==> src/logic/mmu_pkg.sv <==
// shared request ids, satp modes, pte layout, walk and memory structs, flush match function
`default_nettype none

package mmu_pkg;

    typedef logic [7:0] id_t;   // zero means no request
    typedef logic [7:0] perm_t; // leaf pte low byte, zero on fault

    // id regions of the two miss channels
    localparam id_t id_itlb_base   = 8'b1000_0000; // instruction misses 100x_xxxx
    localparam id_t id_dtlb_base   = 8'b1100_0000; // data misses 110x_xxxx
    localparam id_t id_region_mask = 8'b0011_1111; // one flush strobe
    localparam id_t id_both_mask   = 8'b0111_1111; // both flush strobes

    localparam logic [3:0] satp_mode_sv39 = 4'd8;
    localparam logic [3:0] satp_mode_sv48 = 4'd9;
    localparam logic [3:0] satp_mode_sv57 = 4'd10;

    localparam int page_offset_bits = 12;
    localparam int vpn_bits         = 9;
    localparam int ppn_bits         = 44;
    localparam int max_levels       = 5;

    localparam int pte_bit_v = 0;
    localparam int pte_bit_r = 1;
    localparam int pte_bit_x = 3;

    typedef struct packed {
        id_t mask;  // id bits ignored by the compare
        id_t match; // id bits that must match
    } flush_sel_t;

    typedef struct packed {
        id_t         id;
        logic [63:0] vaddr;
        logic [63:0] satp;
    } walk_req_t;

    typedef struct packed {
        id_t         id;
        perm_t       perm;
        logic [63:0] paddr;
    } walk_resp_t;

    typedef struct packed {
        id_t         id;
        logic [63:0] addr;
    } mem_req_t;

    typedef struct packed {
        id_t         id;
        logic [7:0]  miss;  // nonzero means retry
        logic [63:0] rdata;
    } mem_resp_t;

    // true when a live id falls inside the flushed region
    function automatic logic is_flushed(input id_t id, input flush_sel_t sel);
        return (id != '0) && ((id & ~sel.mask) == (sel.match & ~sel.mask));
    endfunction

endpackage

`default_nettype wire

==> src/logic/flush_control.sv <==
// flush selector decode from cache flush strobes and registered sfence walk clear
`timescale 1ns/1ps
`default_nettype none

module flush_control (
    input  wire logic               clk,
    input  wire logic               rst,
    input  wire logic               ic_flsh,   // instruction side flush strobe
    input  wire logic               dc_flsh,   // data side flush strobe
    input  wire logic               sfence,    // sfence.vma strobe
    output mmu_pkg::flush_sel_t     flush_sel,
    output logic                    walk_clear
);
    import mmu_pkg::*;

    always_comb begin
        case ({dc_flsh, ic_flsh})
            2'b01: begin
                flush_sel.mask  = id_region_mask;
                flush_sel.match = id_itlb_base;
            end
            2'b10: begin
                flush_sel.mask  = id_region_mask;
                flush_sel.match = id_dtlb_base;
            end
            2'b11: begin
                flush_sel.mask  = id_both_mask; // covers both regions
                flush_sel.match = id_itlb_base;
            end
            default: begin
                flush_sel.mask  = '0; // nothing flushed
                flush_sel.match = '0;
            end
        endcase
    end

    // whole walk state restarts one cycle after sfence
    always_ff @(posedge clk) begin
        walk_clear <= rst | sfence;
    end

endmodule

`default_nettype wire

==> src/logic/mmu_walk_top.sv <==
// walker top level joining flush decode, miss buffer and page table walker
`timescale 1ns/1ps
`default_nettype none

module mmu_walk_top (
    input  wire logic               clk,
    input  wire logic               rst,
    input  mmu_pkg::walk_req_t      it_req,
    input  mmu_pkg::walk_req_t      dt_req,
    input  wire logic               ic_flsh,
    input  wire logic               dc_flsh,
    input  wire logic               sfence,
    output mmu_pkg::mem_req_t       mem_req,
    input  mmu_pkg::mem_resp_t      mem_resp,
    output mmu_pkg::walk_resp_t     walk_resp
);
    import mmu_pkg::*;

    flush_sel_t flush_sel;  // shared cancel selector
    logic       walk_clear;
    walk_req_t  cur_req;    // buffered request shown to the walker

    flush_control u_flush_control (
        .clk        (clk),
        .rst        (rst),
        .ic_flsh    (ic_flsh),
        .dc_flsh    (dc_flsh),
        .sfence     (sfence),
        .flush_sel  (flush_sel),
        .walk_clear (walk_clear)
    );

    walk_request_buffer u_walk_request_buffer (
        .clk        (clk),
        .rst        (rst),
        .walk_clear (walk_clear),
        .flush_sel  (flush_sel),
        .it_req     (it_req),
        .dt_req     (dt_req),
        .resp_id    (walk_resp.id), // frees the answered entry
        .cur_req    (cur_req)
    );

    page_table_walker u_page_table_walker (
        .clk        (clk),
        .rst        (rst),
        .walk_clear (walk_clear),
        .flush_sel  (flush_sel),
        .cur_req    (cur_req),
        .mem_req    (mem_req),
        .mem_resp   (mem_resp),
        .walk_resp  (walk_resp)
    );

endmodule

`default_nettype wire

==> src/logic/page_table_walker.sv <==
// Sv39/Sv48/Sv57 page table walk FSM with memory read port, superpage and fault handling
`timescale 1ns/1ps
`default_nettype none

module page_table_walker (
    input  wire logic               clk,
    input  wire logic               rst,
    input  wire logic               walk_clear,
    input  mmu_pkg::flush_sel_t     flush_sel,
    input  mmu_pkg::walk_req_t      cur_req,
    output mmu_pkg::mem_req_t       mem_req,
    input  mmu_pkg::mem_resp_t      mem_resp,
    output mmu_pkg::walk_resp_t     walk_resp
);
    import mmu_pkg::*;

    typedef enum logic [2:0] {
        st_idle,
        st_addr,  // form pte address
        st_wait,  // read outstanding
        st_eval,  // decode pte
        st_done   // response pulse
    } walk_state_t;

    walk_state_t                              state;
    id_t                                      req_id;
    logic [max_levels-1:0][vpn_bits-1:0]      vpn;
    logic [ppn_bits-1:0]                      ppn;
    logic [$clog2(max_levels)-1:0]            level;  // current level, counts down to 0
    logic [63:0]                              pte;
    logic [63:0]                              pte_addr;
    perm_t                                    perm;

    logic                is_leaf;
    logic                misaligned;
    logic                fault;
    logic [ppn_bits-1:0] leaf_ppn;

    // pte decode for the evaluate state
    always_comb begin
        is_leaf    = pte[pte_bit_r] | pte[pte_bit_x];
        misaligned = 1'b0;
        leaf_ppn   = pte[10 +: ppn_bits];
        for (int i = 0; i < max_levels - 1; i++) begin
            if (i < level) begin
                if (pte[10 + i*vpn_bits +: vpn_bits] != '0) begin
                    misaligned = 1'b1; // superpage with low ppn bits set
                end
                leaf_ppn[i*vpn_bits +: vpn_bits] = vpn[i];
            end
        end
        fault = !pte[pte_bit_v] || (is_leaf && misaligned) ||
                (!is_leaf && (level == '0)); // no leaf at the last level
    end

    always_ff @(posedge clk) begin
        if (rst || walk_clear) begin
            state <= st_idle;
        end else if ((state != st_idle) && is_flushed(req_id, flush_sel)) begin
            state <= st_idle; // abandoned without response
        end else begin
            case (state)
                st_idle: begin
                    if ((cur_req.id != '0) && !is_flushed(cur_req.id, flush_sel)) begin
                        req_id <= cur_req.id;
                        vpn    <= cur_req.vaddr[page_offset_bits +: max_levels*vpn_bits];
                        ppn    <= cur_req.satp[ppn_bits-1:0];
                        state  <= st_addr;
                        case (cur_req.satp[63:60])
                            satp_mode_sv39: level <= 2;
                            satp_mode_sv48: level <= 3;
                            satp_mode_sv57: level <= 4;
                            default: begin
                                perm  <= '0; // unsupported mode faults at once
                                state <= st_done;
                            end
                        endcase
                    end
                end
                st_addr: begin
                    pte_addr <= 64'({ppn, vpn[level], 3'b000});
                    state    <= st_wait;
                end
                st_wait: begin
                    if ((mem_resp.id == req_id) && (mem_resp.miss == '0)) begin
                        pte   <= mem_resp.rdata;
                        state <= st_eval;
                    end
                end
                st_eval: begin
                    if (fault) begin
                        perm  <= '0;
                        state <= st_done;
                    end else if (is_leaf) begin
                        perm  <= pte[7:0];
                        ppn   <= leaf_ppn;
                        state <= st_done;
                    end else begin
                        ppn   <= pte[10 +: ppn_bits]; // next table
                        level <= level - 1'b1;
                        state <= st_addr;
                    end
                end
                default: begin
                    state <= st_idle; // done lasts one cycle
                end
            endcase
        end
    end

    always_comb begin
        mem_req.id   = (state == st_wait) ? req_id : '0;
        mem_req.addr = pte_addr;
    end

    always_comb begin
        walk_resp.id    = ((state == st_done) && !is_flushed(req_id, flush_sel)) ?
                          req_id : '0;
        walk_resp.perm  = perm;
        walk_resp.paddr = 64'({ppn, {page_offset_bits{1'b0}}});
    end

endmodule

`default_nettype wire

==> src/logic/walk_request_buffer.sv <==
// two-entry translation miss buffer, data entry first, freed on response, flush or clear
`timescale 1ns/1ps
`default_nettype none

module walk_request_buffer (
    input  wire logic               clk,
    input  wire logic               rst,
    input  wire logic               walk_clear,
    input  mmu_pkg::flush_sel_t     flush_sel,
    input  mmu_pkg::walk_req_t      it_req,
    input  mmu_pkg::walk_req_t      dt_req,
    input  mmu_pkg::id_t            resp_id,   // id answered by the walker this cycle
    output mmu_pkg::walk_req_t      cur_req
);
    import mmu_pkg::*;

    walk_req_t  req_in [2]; // slot 0 data, slot 1 instruction
    walk_req_t  ent [2];
    logic [1:0] take;       // capture into an empty slot
    logic [1:0] drop;       // release a held slot
    logic [1:0] ready;      // held and still live

    always_comb begin
        req_in[0] = dt_req;
        req_in[1] = it_req;
        for (int i = 0; i < 2; i++) begin
            drop[i] = (ent[i].id != '0) &&
                      ((ent[i].id == resp_id) || is_flushed(ent[i].id, flush_sel));
            // requester still shows an answered id on the response cycle
            take[i] = (ent[i].id == '0) && (req_in[i].id != '0) &&
                      (req_in[i].id != resp_id) &&
                      (req_in[i].id != ent[0].id) && (req_in[i].id != ent[1].id) &&
                      !is_flushed(req_in[i].id, flush_sel);
            ready[i] = (ent[i].id != '0) && !drop[i];
        end
    end

    always_ff @(posedge clk) begin
        for (int i = 0; i < 2; i++) begin
            if (rst || walk_clear || drop[i]) begin
                ent[i].id <= '0;
            end else if (take[i]) begin
                ent[i] <= req_in[i];
            end
        end
    end

    // once presented, an entry stays on cur_req until answered or cancelled
    always_ff @(posedge clk) begin
        if (rst || walk_clear) begin
            cur_req.id <= '0;
        end else if (cur_req.id != '0) begin
            if ((cur_req.id == resp_id) || is_flushed(cur_req.id, flush_sel)) begin
                cur_req.id <= '0;
            end
        end else if (ready[0]) begin
            cur_req <= ent[0]; // data channel wins
        end else if (ready[1]) begin
            cur_req <= ent[1];
        end
    end

endmodule

`default_nettype wire

==> config.mk <==
export PLATFORM = sky130hd
export DESIGN_NAME = mmu_walk_top
export DESIGN_NICKNAME = d
export VERILOG_FILES = /design/src/logic/mmu_pkg.sv /design/src/logic/flush_control.sv /design/src/logic/mmu_walk_top.sv /design/src/logic/page_table_walker.sv /design/src/logic/walk_request_buffer.sv
export SDC_FILE = /design/constraint.sdc
export NUM_CORES = 1
export LEC_CHECK = 0
export ABC_AREA = 1
export ABC_CLOCK_PERIOD_IN_PS = 16000
export BUFFER_PORTS_ARGS = -buffer_cell sky130_fd_sc_hd__buf_2
export CORE_ASPECT_RATIO = 0.8
export CORE_MARGIN = 2
export CORE_UTILIZATION = 50
export CTS_CLUSTER_DIAMETER = 40
export DETAILED_ROUTE_END_ITERATION = 6
export GPL_TIMING_DRIVEN = 0
export PLACE_DENSITY = 0.8
export SKIP_LAST_GASP = 1
export SLEW_MARGIN = 20
export SYNTH_ARGS = -nofsm -noshare
export SYNTH_HDL_FRONTEND = slang
export SYNTH_SLANG_ARGS = --single-unit
export TNS_END_PERCENT = 10
==> constraint.sdc <==
create_clock -name clk -period 16 [get_ports clk]
set_input_delay 3.2 -clock clk [delete_from_list [all_inputs] [get_ports clk]]
set_output_delay 3.2 -clock clk [all_outputs]
set_load 0.01 [all_outputs]
== After elaboration in Yosys (flattened, before gate mapping) ==
Memories as Yosys holds them, arrays and structs flattened.
Cells that the tools add are included.
Word-level totals
  bits in registers: 348
  logic and storage cells: 197
  RAM bits: 272
  input bits: 357
  output and inout bits: 152
  memories: 1
Memories
  u_walk_request_buffer.ent: words 2, bits a word 136, read ports 2, clocked after memory_dff 0, wr ports 2, RTL line walk_request_buffer.sv:18  | walk_req_t ent [2];
Cells by class
  add/sub/neg operators: 1
  bitwise operators: 15
  reductions and logical operators: 72
  eq/ne operators: 34
  muxes and demuxes: 53
  order comparisons: 5
Operator list (count)
  136-bit 2-to-1 mux: 2
  44-bit 2-to-1 mux: 2
  44-bit case mux with 2 select lines: 1
  8-bit == test: 10
  8-bit 2-to-1 mux: 10
  8-bit AND: 7
  8-bit != test: 6
  8-bit nonzero test: 6
  9-bit 2-to-1 mux: 5
  15-bit case mux with 3 select lines: 1
  36-bit 2-to-1 mux: 1
  9-bit nonzero test: 4
  9-bit binary-select mux with 3-bit select: 1
  1-bit logical AND: 26
  8-bit logical NOT: 3
  3-bit 2-to-1 mux: 8
  1-bit 2-to-1 mux: 18
  8-bit case mux with 2 select lines: 1
  4-bit == test, second input constant: 3
  3-bit case mux with 4 select lines: 1
  3-bit case mux with 3 select lines: 1
  1-bit logical NOT: 8
  1-bit logical OR: 8
  2-bit != test, second input constant: 4
  other kinds (27): 43

== Logic depth before layout (Yosys ltp) ==
Gate-level depths: netlist of the first run.
  word-level depth: 18
  mapped depth: 18

== Modules after synthesis ==
From an unflattened synthesis of the first run, not the netlist that was laid out.
Unflattened totals
  cell total of the unflattened synthesis: 1816
  area total of the unflattened synthesis: 25295.5 um^2
Modules (own cells, without submodules)
  walk_request_buffer: area each 16077.9 um^2, times used 1, cells each 1014, seq. area each 12171.7 um^2
  page_table_walker: area each 9062.4 um^2, times used 1, cells each 778, seq. area each 6456.2 um^2
  flush_control: area each 155.1 um^2, times used 1, cells each 24, seq. area each 20.0 um^2

== Least setup slack after synthesis of the first run ==
OpenSTA, ideal clock, no wires.
  path type: in2reg
  start: input port dc_flsh
  end: register u_page_table_walker.pte[0] (enable)
  cell stages on the path: 6
  data required time: 15463 ps
  path slack: 7737 ps
  data arrival time: 7726 ps
  cells stage by stage: inv_2 nand2_1 nand3_4 buf_2 o21ai_0 nor3b_1
Between the ends
  word-level cells in the longest chain between the ends: 9
Ends and longest elaborated chain
  start, declared: RTL line mmu_walk_top.sv:11  | input wire logic dc_flsh,
  2-bit == test or 2-bit by 1-bit == test with 1-bit output (tied branches): RTL line flush_control.sv:17  | case ({dc_flsh, ic_flsh})
  15-bit case mux with 3 select lines (*): RTL line flush_control.sv:17
  7-bit NOT with 8-bit output: RTL line mmu_pkg.sv:58  | return (id != '0) && ((id & ~sel.mask) == (sel.match & ~sel.mask));
  8-bit AND: RTL line mmu_pkg.sv:58
  8-bit == test (*): RTL line mmu_pkg.sv:58
  1-bit logical AND (*): RTL line mmu_pkg.sv:58
  1-bit logical AND (*): RTL line page_table_walker.sv:59  | end else if ((state != st_idle) && is_flushed(req_id, flush_sel)) begin
  1-bit NOT (no line) (*)
  4-bit AND reduction (no line) (*)
  end signal, assigned: RTL line page_table_walker.sv:86  | pte <= mem_resp.rdata;
  end, declared: RTL line page_table_walker.sv:30  | logic [63:0] pte;
Mark *: on every way between the ends. The rest lies on a longest branch, timed or not.
A chain may end at the register's enable or synchronous reset.

==> results of run 1 <==
==> cell families (layout without fill, tap and decap cells) <==
group / after synthesis / after routing / synth area share (%)
multiplexers: 93 / 93 / 5.11
adder cells (fa/ha/maj): 3 / 3 / 0.183
XOR/XNOR: 15 / 15 / 0.641
other: 1 / 41 / 0.0183
flip-flops: 520 / 520 / 75.7
AND/OR/NAND/NOR: 475 / 475 / 10.2
AO/OA/AOI/OAI: 143 / 143 / 3.95
buffers and inverters: 181 / 708 / 4.19
==> state kept, by name, indices dropped and copies added, names as in the netlist <==
name / count
u_page_table_walker.req_id: 8
u_walk_request_buffer.ent: 202
u_page_table_walker.state: 3
u_page_table_walker.perm: 8
u_page_table_walker.ppn: 44
u_page_table_walker.vpn: 45
u_page_table_walker.pte_addr: 53
u_page_table_walker.pte: 52
u_flush_control.walk_clear: 1
u_walk_request_buffer.cur_req: 101
u_page_table_walker.level: 3
==> stage by stage <==
| stage | cells | area, um^2 | setup WS (ns) | util, % |
|---|---|---|---|---|
| 2_1_floorplan | 1461 | 20600 | 7.74 | - |
| 3_3_place_gp | 2400 | 23300 | 4.80 | 57.3 |
| 3_5_place_dp | 2419 | 23600 | 8.47 | 58.2 |
| 4_1_cts | 2532 | 25600 | 8.46 | 63.2 |
| 5_1_grt | 2541 | 25600 | 8.35 | 63.2 |
| 6_report | 2542 | 25600 | 8.45 | 63.2 |
==> layout make-up <==
cell class / count / area, um^2 / share of cell area, %
repair buffers: 414 / 2270 / 8.85
clock buffers: 66 / 1520 / 5.94
flip-flops and latches: 520 / 15500 / 60.4
clock inverters: 47 / 502 / 1.96
well taps: 544 / 681 / 2.65
diodes: 10 / 25.0 / 0.0976
multi-input cells: 760 / 4270 / 16.7
plain buffers: 73 / 453 / 1.77
inverters: 108 / 415 / 1.62
==> worst paths after layout <==
| check | slack, ns | startpoint | endpoint | cells past startpoint |
|---|---|---|---|---|
| max reg2reg | 12.39 | u_page_table_walker.req_id[6] | u_walk_request_buffer.cur_req[111] | 15 |
| max | 8.45 | ic_flsh | walk_resp[74] | 7 |
| min reg2reg | 0.41 | u_walk_request_buffer.cur_req[120] | u_page_table_walker.vpn[44] | 0 |
| min | 0.41 | u_walk_request_buffer.cur_req[120] | u_page_table_walker.vpn[44] | 0 |
==> routing by layer <==
layer	vias to the layer above	share of wire (%)	track usage [%]
met2	702	47	41.7
li1	6166	-	-
met3	108	8.3	5.30
met5	-	0.023	0
met1	6589	42	36.1
met4	2	3.3	10.7
==> cell usage in the layout (no fill, tap or decap), drive strengths merged, types with 2 or more instances in the layout <==
cell type and n:
a21oi 60, a221o 9, buf 460, bufinv 6, clkbuf 93, clkinv 27, clkinvlp 2, conb 31
dfxtp 12, diode 10, edfxtp 508, ha 3, inv 120, mux2 93, nand2 232, nand3 46
nand4 41, nor2 117, nor3 20, nor4 10, o2111ai 4, o211ai 2, o21a 3, o21ai 58
or2 6, xnor2 7, xor2 8
==> power by group <==
part / internal (W) / switching (W) / leakage (nW)
registers: 0.00178 / 0.0000843 / 4.73
logic: 0.000540 / 0.000863 / 4.32
clock network: 0.000801 / 0.000577 / 0.990
==> results.tsv, run 1 <==
stage	metric	value	unit
die	Core ar.	40500	um^2
logic_synthesis	Distinct cells, synth	43	
clocking	# hold bufs at CTS	0	
route	routed wire length	56500	um
sta	Max-slew headroom	29.2	%
worst_setup_path	cell chain of the critical path	buf_2 > inv_2 > nand2_1 > nand3_4 > nand3_2 > inv_1 > buf_2	
worst_setup_path	CP top delay family	buffers and inverters	
worst_setup_path	critical path's slowest cell	inv_1	
logic_synthesis	most frequent cell after synthesis	edfxtp_1	
route	drc violations	0	
worst_setup_path	CP dominant cell by count	buf_2	
clocking	Max clock buf depth	3	
worst_setup_path	Crit path buffers/inverters	4	
route	vias post-DR	13600	
logic_synthesis	Synth warnings	0	
placed_design	Final Wtd Congestion	0.927	
die	die width	230	um
logic_synthesis	post-synthesis cell area	20500	um^2
worst_setup_path	worst setup path category	input port to output pin	
route	Initial DRT Pass Iterations	5	
clocking	Skew-Pair Late Insertion Delay	0.62	ns
sta	worst slew pin tran	1.06	ns
sta	total negative slack	0	ns
worst_setup_path	Worst setup EP type	output pin	
logic_synthesis	EDFF count, synth	508	
route	post-route ant nets	0	
clocking	Worst-path clk slew	0.06	ns
worst_setup_path	WP data arrival	4.35	ns
global_route	first-pass GRT wire length	81600	um
die	row count	66	
pwr	total chip power	0.00465	W
worst_setup_path	max incr delay on CP	0.23	ns
global_route	largest net degree at the start of global routing	74	
sta	max-slew violation count	0	
global_route	vias in the first global route	13200	
logic_synthesis	synth cell count leaders	edfxtp_1 (508), nand2_1 (229), nor2_1 (116)	
global_route	initial antenna violation count	11	
sta	Final period util	47.2	%
placed_design	HPWL Detailed	42000	um
clocking	Num CTS Buffers	60	
logic_synthesis	register bit total from synthesis	520	
die	I/O pins	509	
route	DR WL/cell	22.2	um
logic_synthesis	Post-Syn Instances	1431	
clocking	Post-CTS Resized	0	
worst_setup_path	crit path launch type	input port	
job	number of max-cap violations	0	
die	die area	42600	um^2
hold_path	worst hold path class	register to register	
sta	number of setup violations in the final report	0	
die	Starting Density	50.5	%
clocking	Clock Sinks	520	
sta	Final min period	7.55	ns
logic_synthesis	dominant synthesized flop cell	edfxtp_1	
status	status	complete, no violations	
route	DR iter-0 viols	1200	
sta	worst clock skew	0.0338	ns
sta	Fmax	132	MHz
pwr	leakage power	10.0	nW
layout	fillers	2959	
die	Die Ht	185	um
route	Via density	5.34	
logic_synthesis	Post-Syn Area per Cell	14.3	um^2
worst_setup_path	CP required	12.80	ns
logic_synthesis	FFs w/ async S/R, synth	0	%
logic_synthesis	sequential-to-total area share from yosys stat	75.7	%
pwr	maximum vdd drop	118	uV
global_route	GRT Overall Usage	26.4	%
placed_design	Port Buffers	395	
layout	Nets	2297	
clocking	H-tree depth	2	
sta	Fin Hold WS	0.409	ns
layout	fraction of layout cells with a size suffix above 1	33.7	%
sta	RSZ-0062 raised after global routing	false	
logic_synthesis	top cells by area, synth	edfxtp_1 (74%), nand2_1 (4.2%), mux2_2 (4.0%)	
pwr	P per Cell Area	181	nW/um^2
clocking	Setup Fix Bufs, Post-CTS	0	
worst_setup_path	CP Max Fanout	10	
sta	Hold Fails Final Rpt	0	
global_route	total gr overflow	0	
logic_synthesis	dominant cell type by area after synthesis	edfxtp_1	
clocking	CTS tree	yes	
layout	Layout area overhead	25.2	%
clocking	Root Buffer	clkbuf_16	
logic_synthesis	top-area cell type share of the netlist area	74.5	%
Note: power is estimated with default switching activity, not from simulation.
==> inputs of run 2 (changes only) <==
Settings changed: ABC_AREA 1 to 0, ABC_CLOCK_PERIOD_IN_PS 16000 to 6300, CORE_UTILIZATION 50 to 48.
Clock period 16 ns to 6.3 ns, I/O delays scaled along.
==> run 2 against run 1 <==
  * Routed wire length fell by 2.4%
  * Utilization fell by 1.8 points
  * Clock-buffer cell count down 2
  * Combinational power rose by 89%
  * Highest routed layer unchanged
==> results.tsv, run 2 <==
stage	metric	value	unit	change
status	status	complete, no violations		unchanged
route	vias post-DR	12500		was 13600
layout	Nets	2046		was 2297
logic_synthesis	Synth warnings	0		unchanged
logic_synthesis	adder and majority gate portion of the synthesized area	0.183	%	about the same
sta	Fin Hold WS	0.413	ns	was 0.409 ns
die	die area	44500	um^2	was 42600 um^2
layout	area of the multi-input gates	4680	um^2	was 4270 um^2
sta	Final min period	4.24	ns	
layout	Layout Cells excl Fill	2296		was 2542
clocking	H-tree depth	2		unchanged
worst_setup_path	CP Max Fanout	10		unchanged
logic_synthesis	top-area cell type share of the netlist area	74.3	%	was 74.5%
route	drc violations	0		unchanged
route	Initial DRT Pass Iterations	6		was 5
logic_synthesis	top cells by area, synth	edfxtp_1 (74%), mux2_2 (4.8%), mux2i_1 (1.9%)		was edfxtp_1 (74%), nand2_1 (4.2%), mux2_2 (4.0%)
pwr	Psw	0.00302	W	was 0.00152 W
logic_synthesis	post-synthesis cell area	20500	um^2	about the same
worst_setup_path	CP required	5.04	ns	was 12.80 ns
sta	Fmax	236	MHz	
route	Via density	5.44		was 5.34
placed_design	Port Buffers	392		was 395
layout	Layout area overhead	26.0	%	was 25.2%
clocking	Clock Sinks	520		unchanged
clocking	Skew-Pair Late Insertion Delay	0.62	ns	about the same
logic_synthesis	dominant cell type by area after synthesis	edfxtp_1		unchanged
logic_synthesis	post-synthesis compound-gate area fraction	4.73	%	was 3.95%
clocking	Post-CTS Resized	0		unchanged
layout	most common cell after layout, fill and taps aside	edfxtp_1		unchanged
pwr	leakage power	9.60	nW	was 10.0 nW
sta	Final period util	67.3	%	
logic_synthesis	synth cell count leaders	edfxtp_1 (508), mux2_2 (87), nand2_1 (60)		was edfxtp_1 (508), nand2_1 (229), nor2_1 (116)
placed_design	Final Wtd Congestion	0.904		was 0.927
route	DR WL/cell	24.0	um	was 22.2 um
pwr	Sequential Power Share	41.9	%	was 40.2%
layout	max FFs per register	202		unchanged
logic_synthesis	Distinct cells, synth	58		was 43
global_route	GRT Overall Usage	24.5	%	was 26.4%
die	die width	235	um	was 230 um
global_route	first-pass GRT wire length	79500	um	was 81600 um
clocking	Max clock buf depth	3		unchanged
logic_synthesis	largest family of logic cells by synthesized area	multiplexers		was simple AND/OR/NAND/NOR gates
global_route	initial antenna violation count	15		was 11
placed_design	pre-CTS setup slack	1.73	ns	was 8.47 ns
global_route	vias in the first global route	12600		was 13200
layout	fraction of layout cells with a size suffix above 1	38.5	%	was 33.7%
placed_design	placed insts	2180		was 2419
sta	max-slew violation count	0		unchanged
logic_synthesis	Post-Syn Instances	1186		was 1431
job	number of max-cap violations	0		unchanged
sta	worst clock skew	0.0407	ns	was 0.0338 ns
layout	most frequent cells in the layout	edfxtp_1 (508), buf_2 (397), mux2_2 (87), nand2_1 (60), clkbuf_16 (57)		was edfxtp_1 (508), buf_2 (399), nand2_1 (229), nor2_1 (115), inv_1 (96)
die	row count	67		was 66
global_route	total gr overflow	0		unchanged
sta	Hold Fails Final Rpt	0		unchanged
die	Core ar.	42100	um^2	was 40500 um^2
layout	fillers	2967		was 2959
route	DR iter-0 viols	1215		was 1200
die	Starting Density	48.8	%	was 50.5%
worst_setup_path	WP data arrival	2.98	ns	was 4.35 ns
layout	Reg area	15500	um^2	unchanged
layout	Regs by FF count	u_walk_request_buffer.ent: 202 flops, u_walk_request_buffer.cur_req: 101 flops, u_page_table_walker.pte_addr: 53 flops		unchanged
worst_setup_path	Worst setup EP type	output pin		unchanged
pwr	Sw Share	28.2	%	was 32.8%
die	Die Ht	189	um	was 185 um
sta	Max-slew headroom	24.8	%	was 29.2%
clocking	Root Buffer	clkbuf_16		unchanged
logic_synthesis	mux contribution to synthesized area	9.08	%	was 5.11%
logic_synthesis	simple-gate area share of the yosys netlist	5.97	%	was 10.2%
logic_synthesis	register bit total from synthesis	520		unchanged
pwr	internal power	0.00771	W	was 0.00313 W
pwr	clock power share	33.5	%	was 29.6%
clocking	# hold bufs at CTS	0		unchanged
logic_synthesis	FFs w/ async S/R, synth	0	%	unchanged
clocking	CTS tree	yes		unchanged
sta	total negative slack	0	ns	unchanged
logic_synthesis	most frequent cell after synthesis	edfxtp_1		unchanged
pwr	P per Cell Area	415	nW/um^2	was 181 nW/um^2
clocking	Worst-path clk slew	0.07	ns	was 0.06 ns
pwr	Gate power share	24.6	%	was 30.2%
clocking	Setup Fix Bufs, Post-CTS	0		unchanged
logic_synthesis	EDFF count, synth	508		unchanged
pwr	maximum vdd drop	316	uV	was 118 uV
logic_synthesis	dominant synthesized flop cell	edfxtp_1		unchanged
worst_setup_path	crit path launch type	input port		unchanged
sta	worst slew pin tran	1.13	ns	was 1.06 ns
global_route	largest net degree at the start of global routing	48		was 74
sta	RSZ-0062 raised after global routing	false		unchanged
logic_synthesis	Post-Synth XOR/XNOR Area	1.96	%	was 0.641%
die	I/O pins	509		unchanged
sta	Final WS setup	2.06	ns	was 8.45 ns
worst_setup_path	worst setup path category	input port to output pin		unchanged
clocking	Num CTS Buffers	56		was 60
sta	number of setup violations in the final report	0		unchanged
route	routed wire length	55100	um	was 56500 um
route	post-route ant nets	0		unchanged
logic_synthesis	Post-Syn Area per Cell	17.3	um^2	was 14.3 um^2
placed_design	HPWL Detailed	40200	um	was 42000 um
layout	Most flops, register	u_walk_request_buffer.ent		unchanged
hold_path	worst hold path class	register to register		unchanged
logic_synthesis	sequential-to-total area share from yosys stat	75.4	%	was 75.7%
## run 2: worst max-delay path: stages
cell      delay (ns)
buf_2           0.16
mux2_2          0.33
buf_2           0.22
a21oi_1         0.27
clkbuf_1        0.41
and2_1          0.20
buf_2           0.13
## run 2: final timing paths
check	from	end	slack (ns)	cells past startpoint
max	ic_flsh	walk_resp[74]	2.06	7
min	u_walk_request_buffer.cur_req[92]	u_page_table_walker.vpn[16]	0.41	0
max reg2reg	u_page_table_walker.req_id[6]	u_walk_request_buffer.ent[0][88]	2.53	11
min reg2reg	u_walk_request_buffer.cur_req[92]	u_page_table_walker.vpn[16]	0.41	0
## run 2: cells by family (layout without fill, tap and decap cells)
family / Yosys count / in the layout
compound gates: 143 / 143
xor+xnor: 46 / 46
fa+ha+maj: 3 / 3
buf+inv: 89 / 607
flops: 520 / 520
mux: 161 / 161
other cells: 1 / 41
simple gates: 223 / 223
## run 2: cell type report
cell class                 instances  share of cell area, %
antenna                           10                 0.0967
buffer                            84                   2.00
clock buffer                      64                   5.62
clock inverter                    42                   2.44
inverter                           5                 0.0725
multi-input combinational        607                   18.1
sequential                       520                   59.9
tap                              552                   2.67
timing repair buffer             412                   9.12
## run 2: stage by stage
step,power (W),instance area [um^2],utilization [%]
2_1_floorplan,0.00630,20700,-
3_3_place_gp,0.00712,23300,55.4
6_report,0.0107,25900,61.5
3_5_place_dp,0.00718,23800,56.4
5_1_grt,0.0111,25900,61.5
4_1_cts,0.0108,25800,61.4
## run 2: per-layer routing
| layer | vias up | share of wire, % | track usage, % | wire, um |
|---|---|---|---|---|
| met5 | - | 0.12 | 0 | 64 |
| met4 | 10 | 3.0 | 8.97 | 1640 |
| met3 | 111 | 9.1 | 5.90 | 4990 |
| met2 | 639 | 47 | 39.2 | 25800 |
| met1 | 6151 | 41 | 33.0 | 22600 |
| li1 | 5588 | - | - | - |
## run 2: power groups by stage
| stage | logic [W] | clock network [W] | registers (W) |
|---|---|---|---|
| after CTS | 0.00266 | 0.00366 | 0.00449 |
| after detailed placement | 0.00263 | 0 | 0.00456 |
| after global routing | 0.00281 | 0.00379 | 0.00451 |
| after global placement | 0.00249 | 0 | 0.00463 |
| final | 0.00264 | 0.00360 | 0.00449 |
| after floorplan | 0.00176 | 0 | 0.00454 |
==> inputs of run 3 (changes only) <==
Settings changed: ABC_AREA 0 to 1, ABC_CLOCK_PERIOD_IN_PS 6300 to 4100, CORE_UTILIZATION 48 to 50.
Clock period 6.3 ns to 4.1 ns, I/O delays scaled along.
==> run 3 against run 2 <==
  * The flow now finishes with violations (design-rule violations)
  * Routed wire length increased by 2.0%
  * First-iteration DRC count decreased by 4.3%
  * Critical path type is now register to register
  * Clock-buffer cell count increased by 5
  * Register-to-register slack got worse by 2.0 ns
  * Final area decreased by 1.0%
  * Worst hold slack got worse by 0.043 ns
  * Combinational power increased by 110%
  * Global-route usage increased by 1.3 points
  * Largest power group unchanged
==> results.tsv, run 3 (synthesized netlist as in run 1, its figures left out) <==
stage	metric	value	unit	change
status	status	finished, violations left		was complete, no violations
status	failing checks	design-rule violations		
pwr	maximum vdd drop	483	uV	was 316 uV
job	number of max-cap violations	0		unchanged
worst_setup_path	worst setup path category	register to register		was input port to output pin
sta	RSZ-0062 raised after global routing	false		unchanged
sta	Final min period	3.56	ns	
layout	Reg area	15500	um^2	unchanged
global_route	initial antenna violation count	16		was 15
pwr	P per Cell Area	707	nW/um^2	was 415 nW/um^2
route	Initial DRT Pass Iterations	7		was 6
worst_setup_path	critical path's slowest cell	and3_4		was clkbuf_1
clocking	# hold bufs at CTS	0		unchanged
worst_setup_path	WP data arrival	3.85	ns	was 2.98 ns
layout	max FFs per register	202		unchanged
clocking	Num CTS Buffers	59		was 56
die	row count	66		was 67
route	DR iter-0 viols	1163		was 1215
layout	fillers	2972		was 2967
placed_design	Final Wtd Congestion	0.945		was 0.904
clocking	H-tree depth	2		unchanged
layout	most common cell after layout, fill and taps aside	edfxtp_1		unchanged
hold_path	worst hold path class	input port to register		was register to register
placed_design	HPWL Detailed	41500	um	was 40200 um
sta	Hold Fails Final Rpt	0		unchanged
global_route	total gr overflow	0		unchanged
clocking	CTS tree	yes		unchanged
global_route	vias in the first global route	13000		was 12600
layout	area of the multi-input gates	4280	um^2	was 4680 um^2
clocking	Root Buffer	clkbuf_16		unchanged
worst_setup_path	reg2reg setup slack	0.54	ns	was 2.53 ns
die	I/O pins	509		unchanged
sta	Max-slew headroom	24.6	%	was 24.8%
route	routed wire length	56200	um	was 55100 um
placed_design	pre-CTS setup slack	-0.00142	ns	was 1.73 ns
layout	most frequent cells in the layout	edfxtp_1 (508), buf_2 (399), nand2_1 (229), nor2_1 (115), inv_1 (96)		was edfxtp_1 (508), buf_2 (397), mux2_2 (87), nand2_1 (60), clkbuf_16 (57)
sta	worst slew pin tran	1.13	ns	about the same
worst_setup_path	cell chain of the critical path	buf_4 > nand2_1 > nand3_4 > buf_2 > nand4_1 > nand2_1 > nand2_1 > nor2_1 > nand2_2 > nand3_4 > buf_6 > nand2_1 > and3_4 > buf_16		was buf_2 > mux2_2 > buf_2 > a21oi_1 > clkbuf_1 > and2_1 > buf_2
die	Starting Density	50.5	%	was 48.8%
worst_setup_path	CP Max Fanout	50		was 10
placed_design	Port Buffers	395		was 392
die	die area	42600	um^2	was 44500 um^2
sta	worst clock skew	0.0365	ns	was 0.0407 ns
clocking	Max clock buf depth	3		unchanged
worst_setup_path	CP dominant cell by count	nand2_1		was buf_2
layout	Layout Cells excl Fill	2544		was 2296
worst_setup_path	CP required	4.39	ns	was 5.04 ns
global_route	GRT Overall Usage	25.9	%	was 24.5%
clocking	Post-CTS Resized	0		unchanged
layout	fraction of layout cells with a size suffix above 1	33.3	%	was 38.5%
die	die width	230	um	was 235 um
sta	Fmax	281	MHz	
layout	Most flops, register	u_walk_request_buffer.ent		unchanged
sta	max-slew violation count	0		unchanged
route	vias post-DR	13500		was 12500
worst_setup_path	max incr delay on CP	0.65	ns	was 0.41 ns
sta	Final WS setup	0.539	ns	was 2.06 ns
placed_design	placed insts	2416		was 2180
pwr	leakage power	10.0	nW	was 9.60 nW
clocking	Worst-path clk slew	0.07	ns	about the same
clocking	Setup Fix Bufs, Post-CTS	0		unchanged
sta	number of setup violations in the final report	0		unchanged
clocking	Clock Sinks	520		unchanged
sta	Final period util	86.9	%	
route	post-route ant nets	0		unchanged
route	drc violations	5		was 0
worst_setup_path	CP top delay family	simple AND/OR/NAND/NOR gates		was buffers and inverters
die	Die Ht	185	um	was 189 um
die	Core ar.	40500	um^2	was 42100 um^2
clocking	Skew-Pair Late Insertion Delay	0.62	ns	about the same
global_route	largest net degree at the start of global routing	63		was 48
layout	Nets	2293		was 2046
route	DR WL/cell	22.1	um	was 24.0 um
layout	Layout area overhead	25.0	%	was 26.0%
worst_setup_path	crit path launch type	register		was input port
route	Via density	5.29		was 5.44
worst_setup_path	Worst setup EP type	register		was output pin
layout	Regs by FF count	u_walk_request_buffer.ent: 202 flops, u_walk_request_buffer.cur_req: 101 flops, u_page_table_walker.pte_addr: 53 flops		unchanged
global_route	first-pass GRT wire length	80600	um	was 79500 um
worst_setup_path	Crit path buffers/inverters	4		unchanged
-- run 3: changes by cell type in the layout (fill, tap and decap cells not counted), sizes merged, moves of 28 or more --
cell   delta
nand4    +34
mux2i    -39
a21oi    +48
inv     +103
nor2     +84
and2     -47
xnor2    -28
nand2   +172
nand3    +38
-- run 3: final timing paths --
path / startpoint / end / cells past startpoint
worst max-delay path: u_page_table_walker.req_id[6] / u_walk_request_buffer.cur_req[82] / 14
worst min-delay path: mem_resp[27] / u_page_table_walker.pte[27] / 1
worst max register to register: u_page_table_walker.req_id[6] / u_walk_request_buffer.cur_req[82] / 14
worst min register to register: u_walk_request_buffer.cur_req[76] / u_page_table_walker.vpn[0] / 0
-- run 3: area by class of cell --
type,instances,share of cell area [%]
Sequential cell,520,60.5
Multi-Input combinational cell,760,16.7
Timing Repair Buffer,411,8.75
Clock buffer,69,5.91
Tap cell,544,2.66
Clock inverter,43,1.87
Buffer,73,1.77
Inverter,108,1.62
Antenna cell,16,0.156
-- run 3: metrics by stage --
step	hold slack [ns]	power, W	utilization [%]	instance area [um^2]	setup TNS [ns]
3_3_place_gp	0.403	0.0127	57.4	23300	-1110.39
4_1_cts	0.354	0.0181	63.0	25600	0
2_1_floorplan	0.400	0.0110	-	20600	-190.69
3_5_place_dp	0.405	0.0129	58.1	23600	-0.0128
5_1_grt	0.351	0.0189	63.1	25600	0
6_report	0.370	0.0181	63.1	25600	0
-- run 3: per-layer routing --
| metal | part of all wire, % | global-route usage, % | wire length [um] |
|---|---|---|---|
| met2 | 46 | 40.2 | 26000 |
| met5 | 0 | 0 | 0 |
| met3 | 7.4 | 4.28 | 4160 |
| met1 | 43 | 36.8 | 24100 |
| met4 | 3.6 | 10.3 | 2010 |
-- run 3: where the power goes --
group          internal, W  switching [W]
registers          0.00696       0.000331
logic              0.00210        0.00342
clock network      0.00299        0.00229
total               0.0121        0.00604
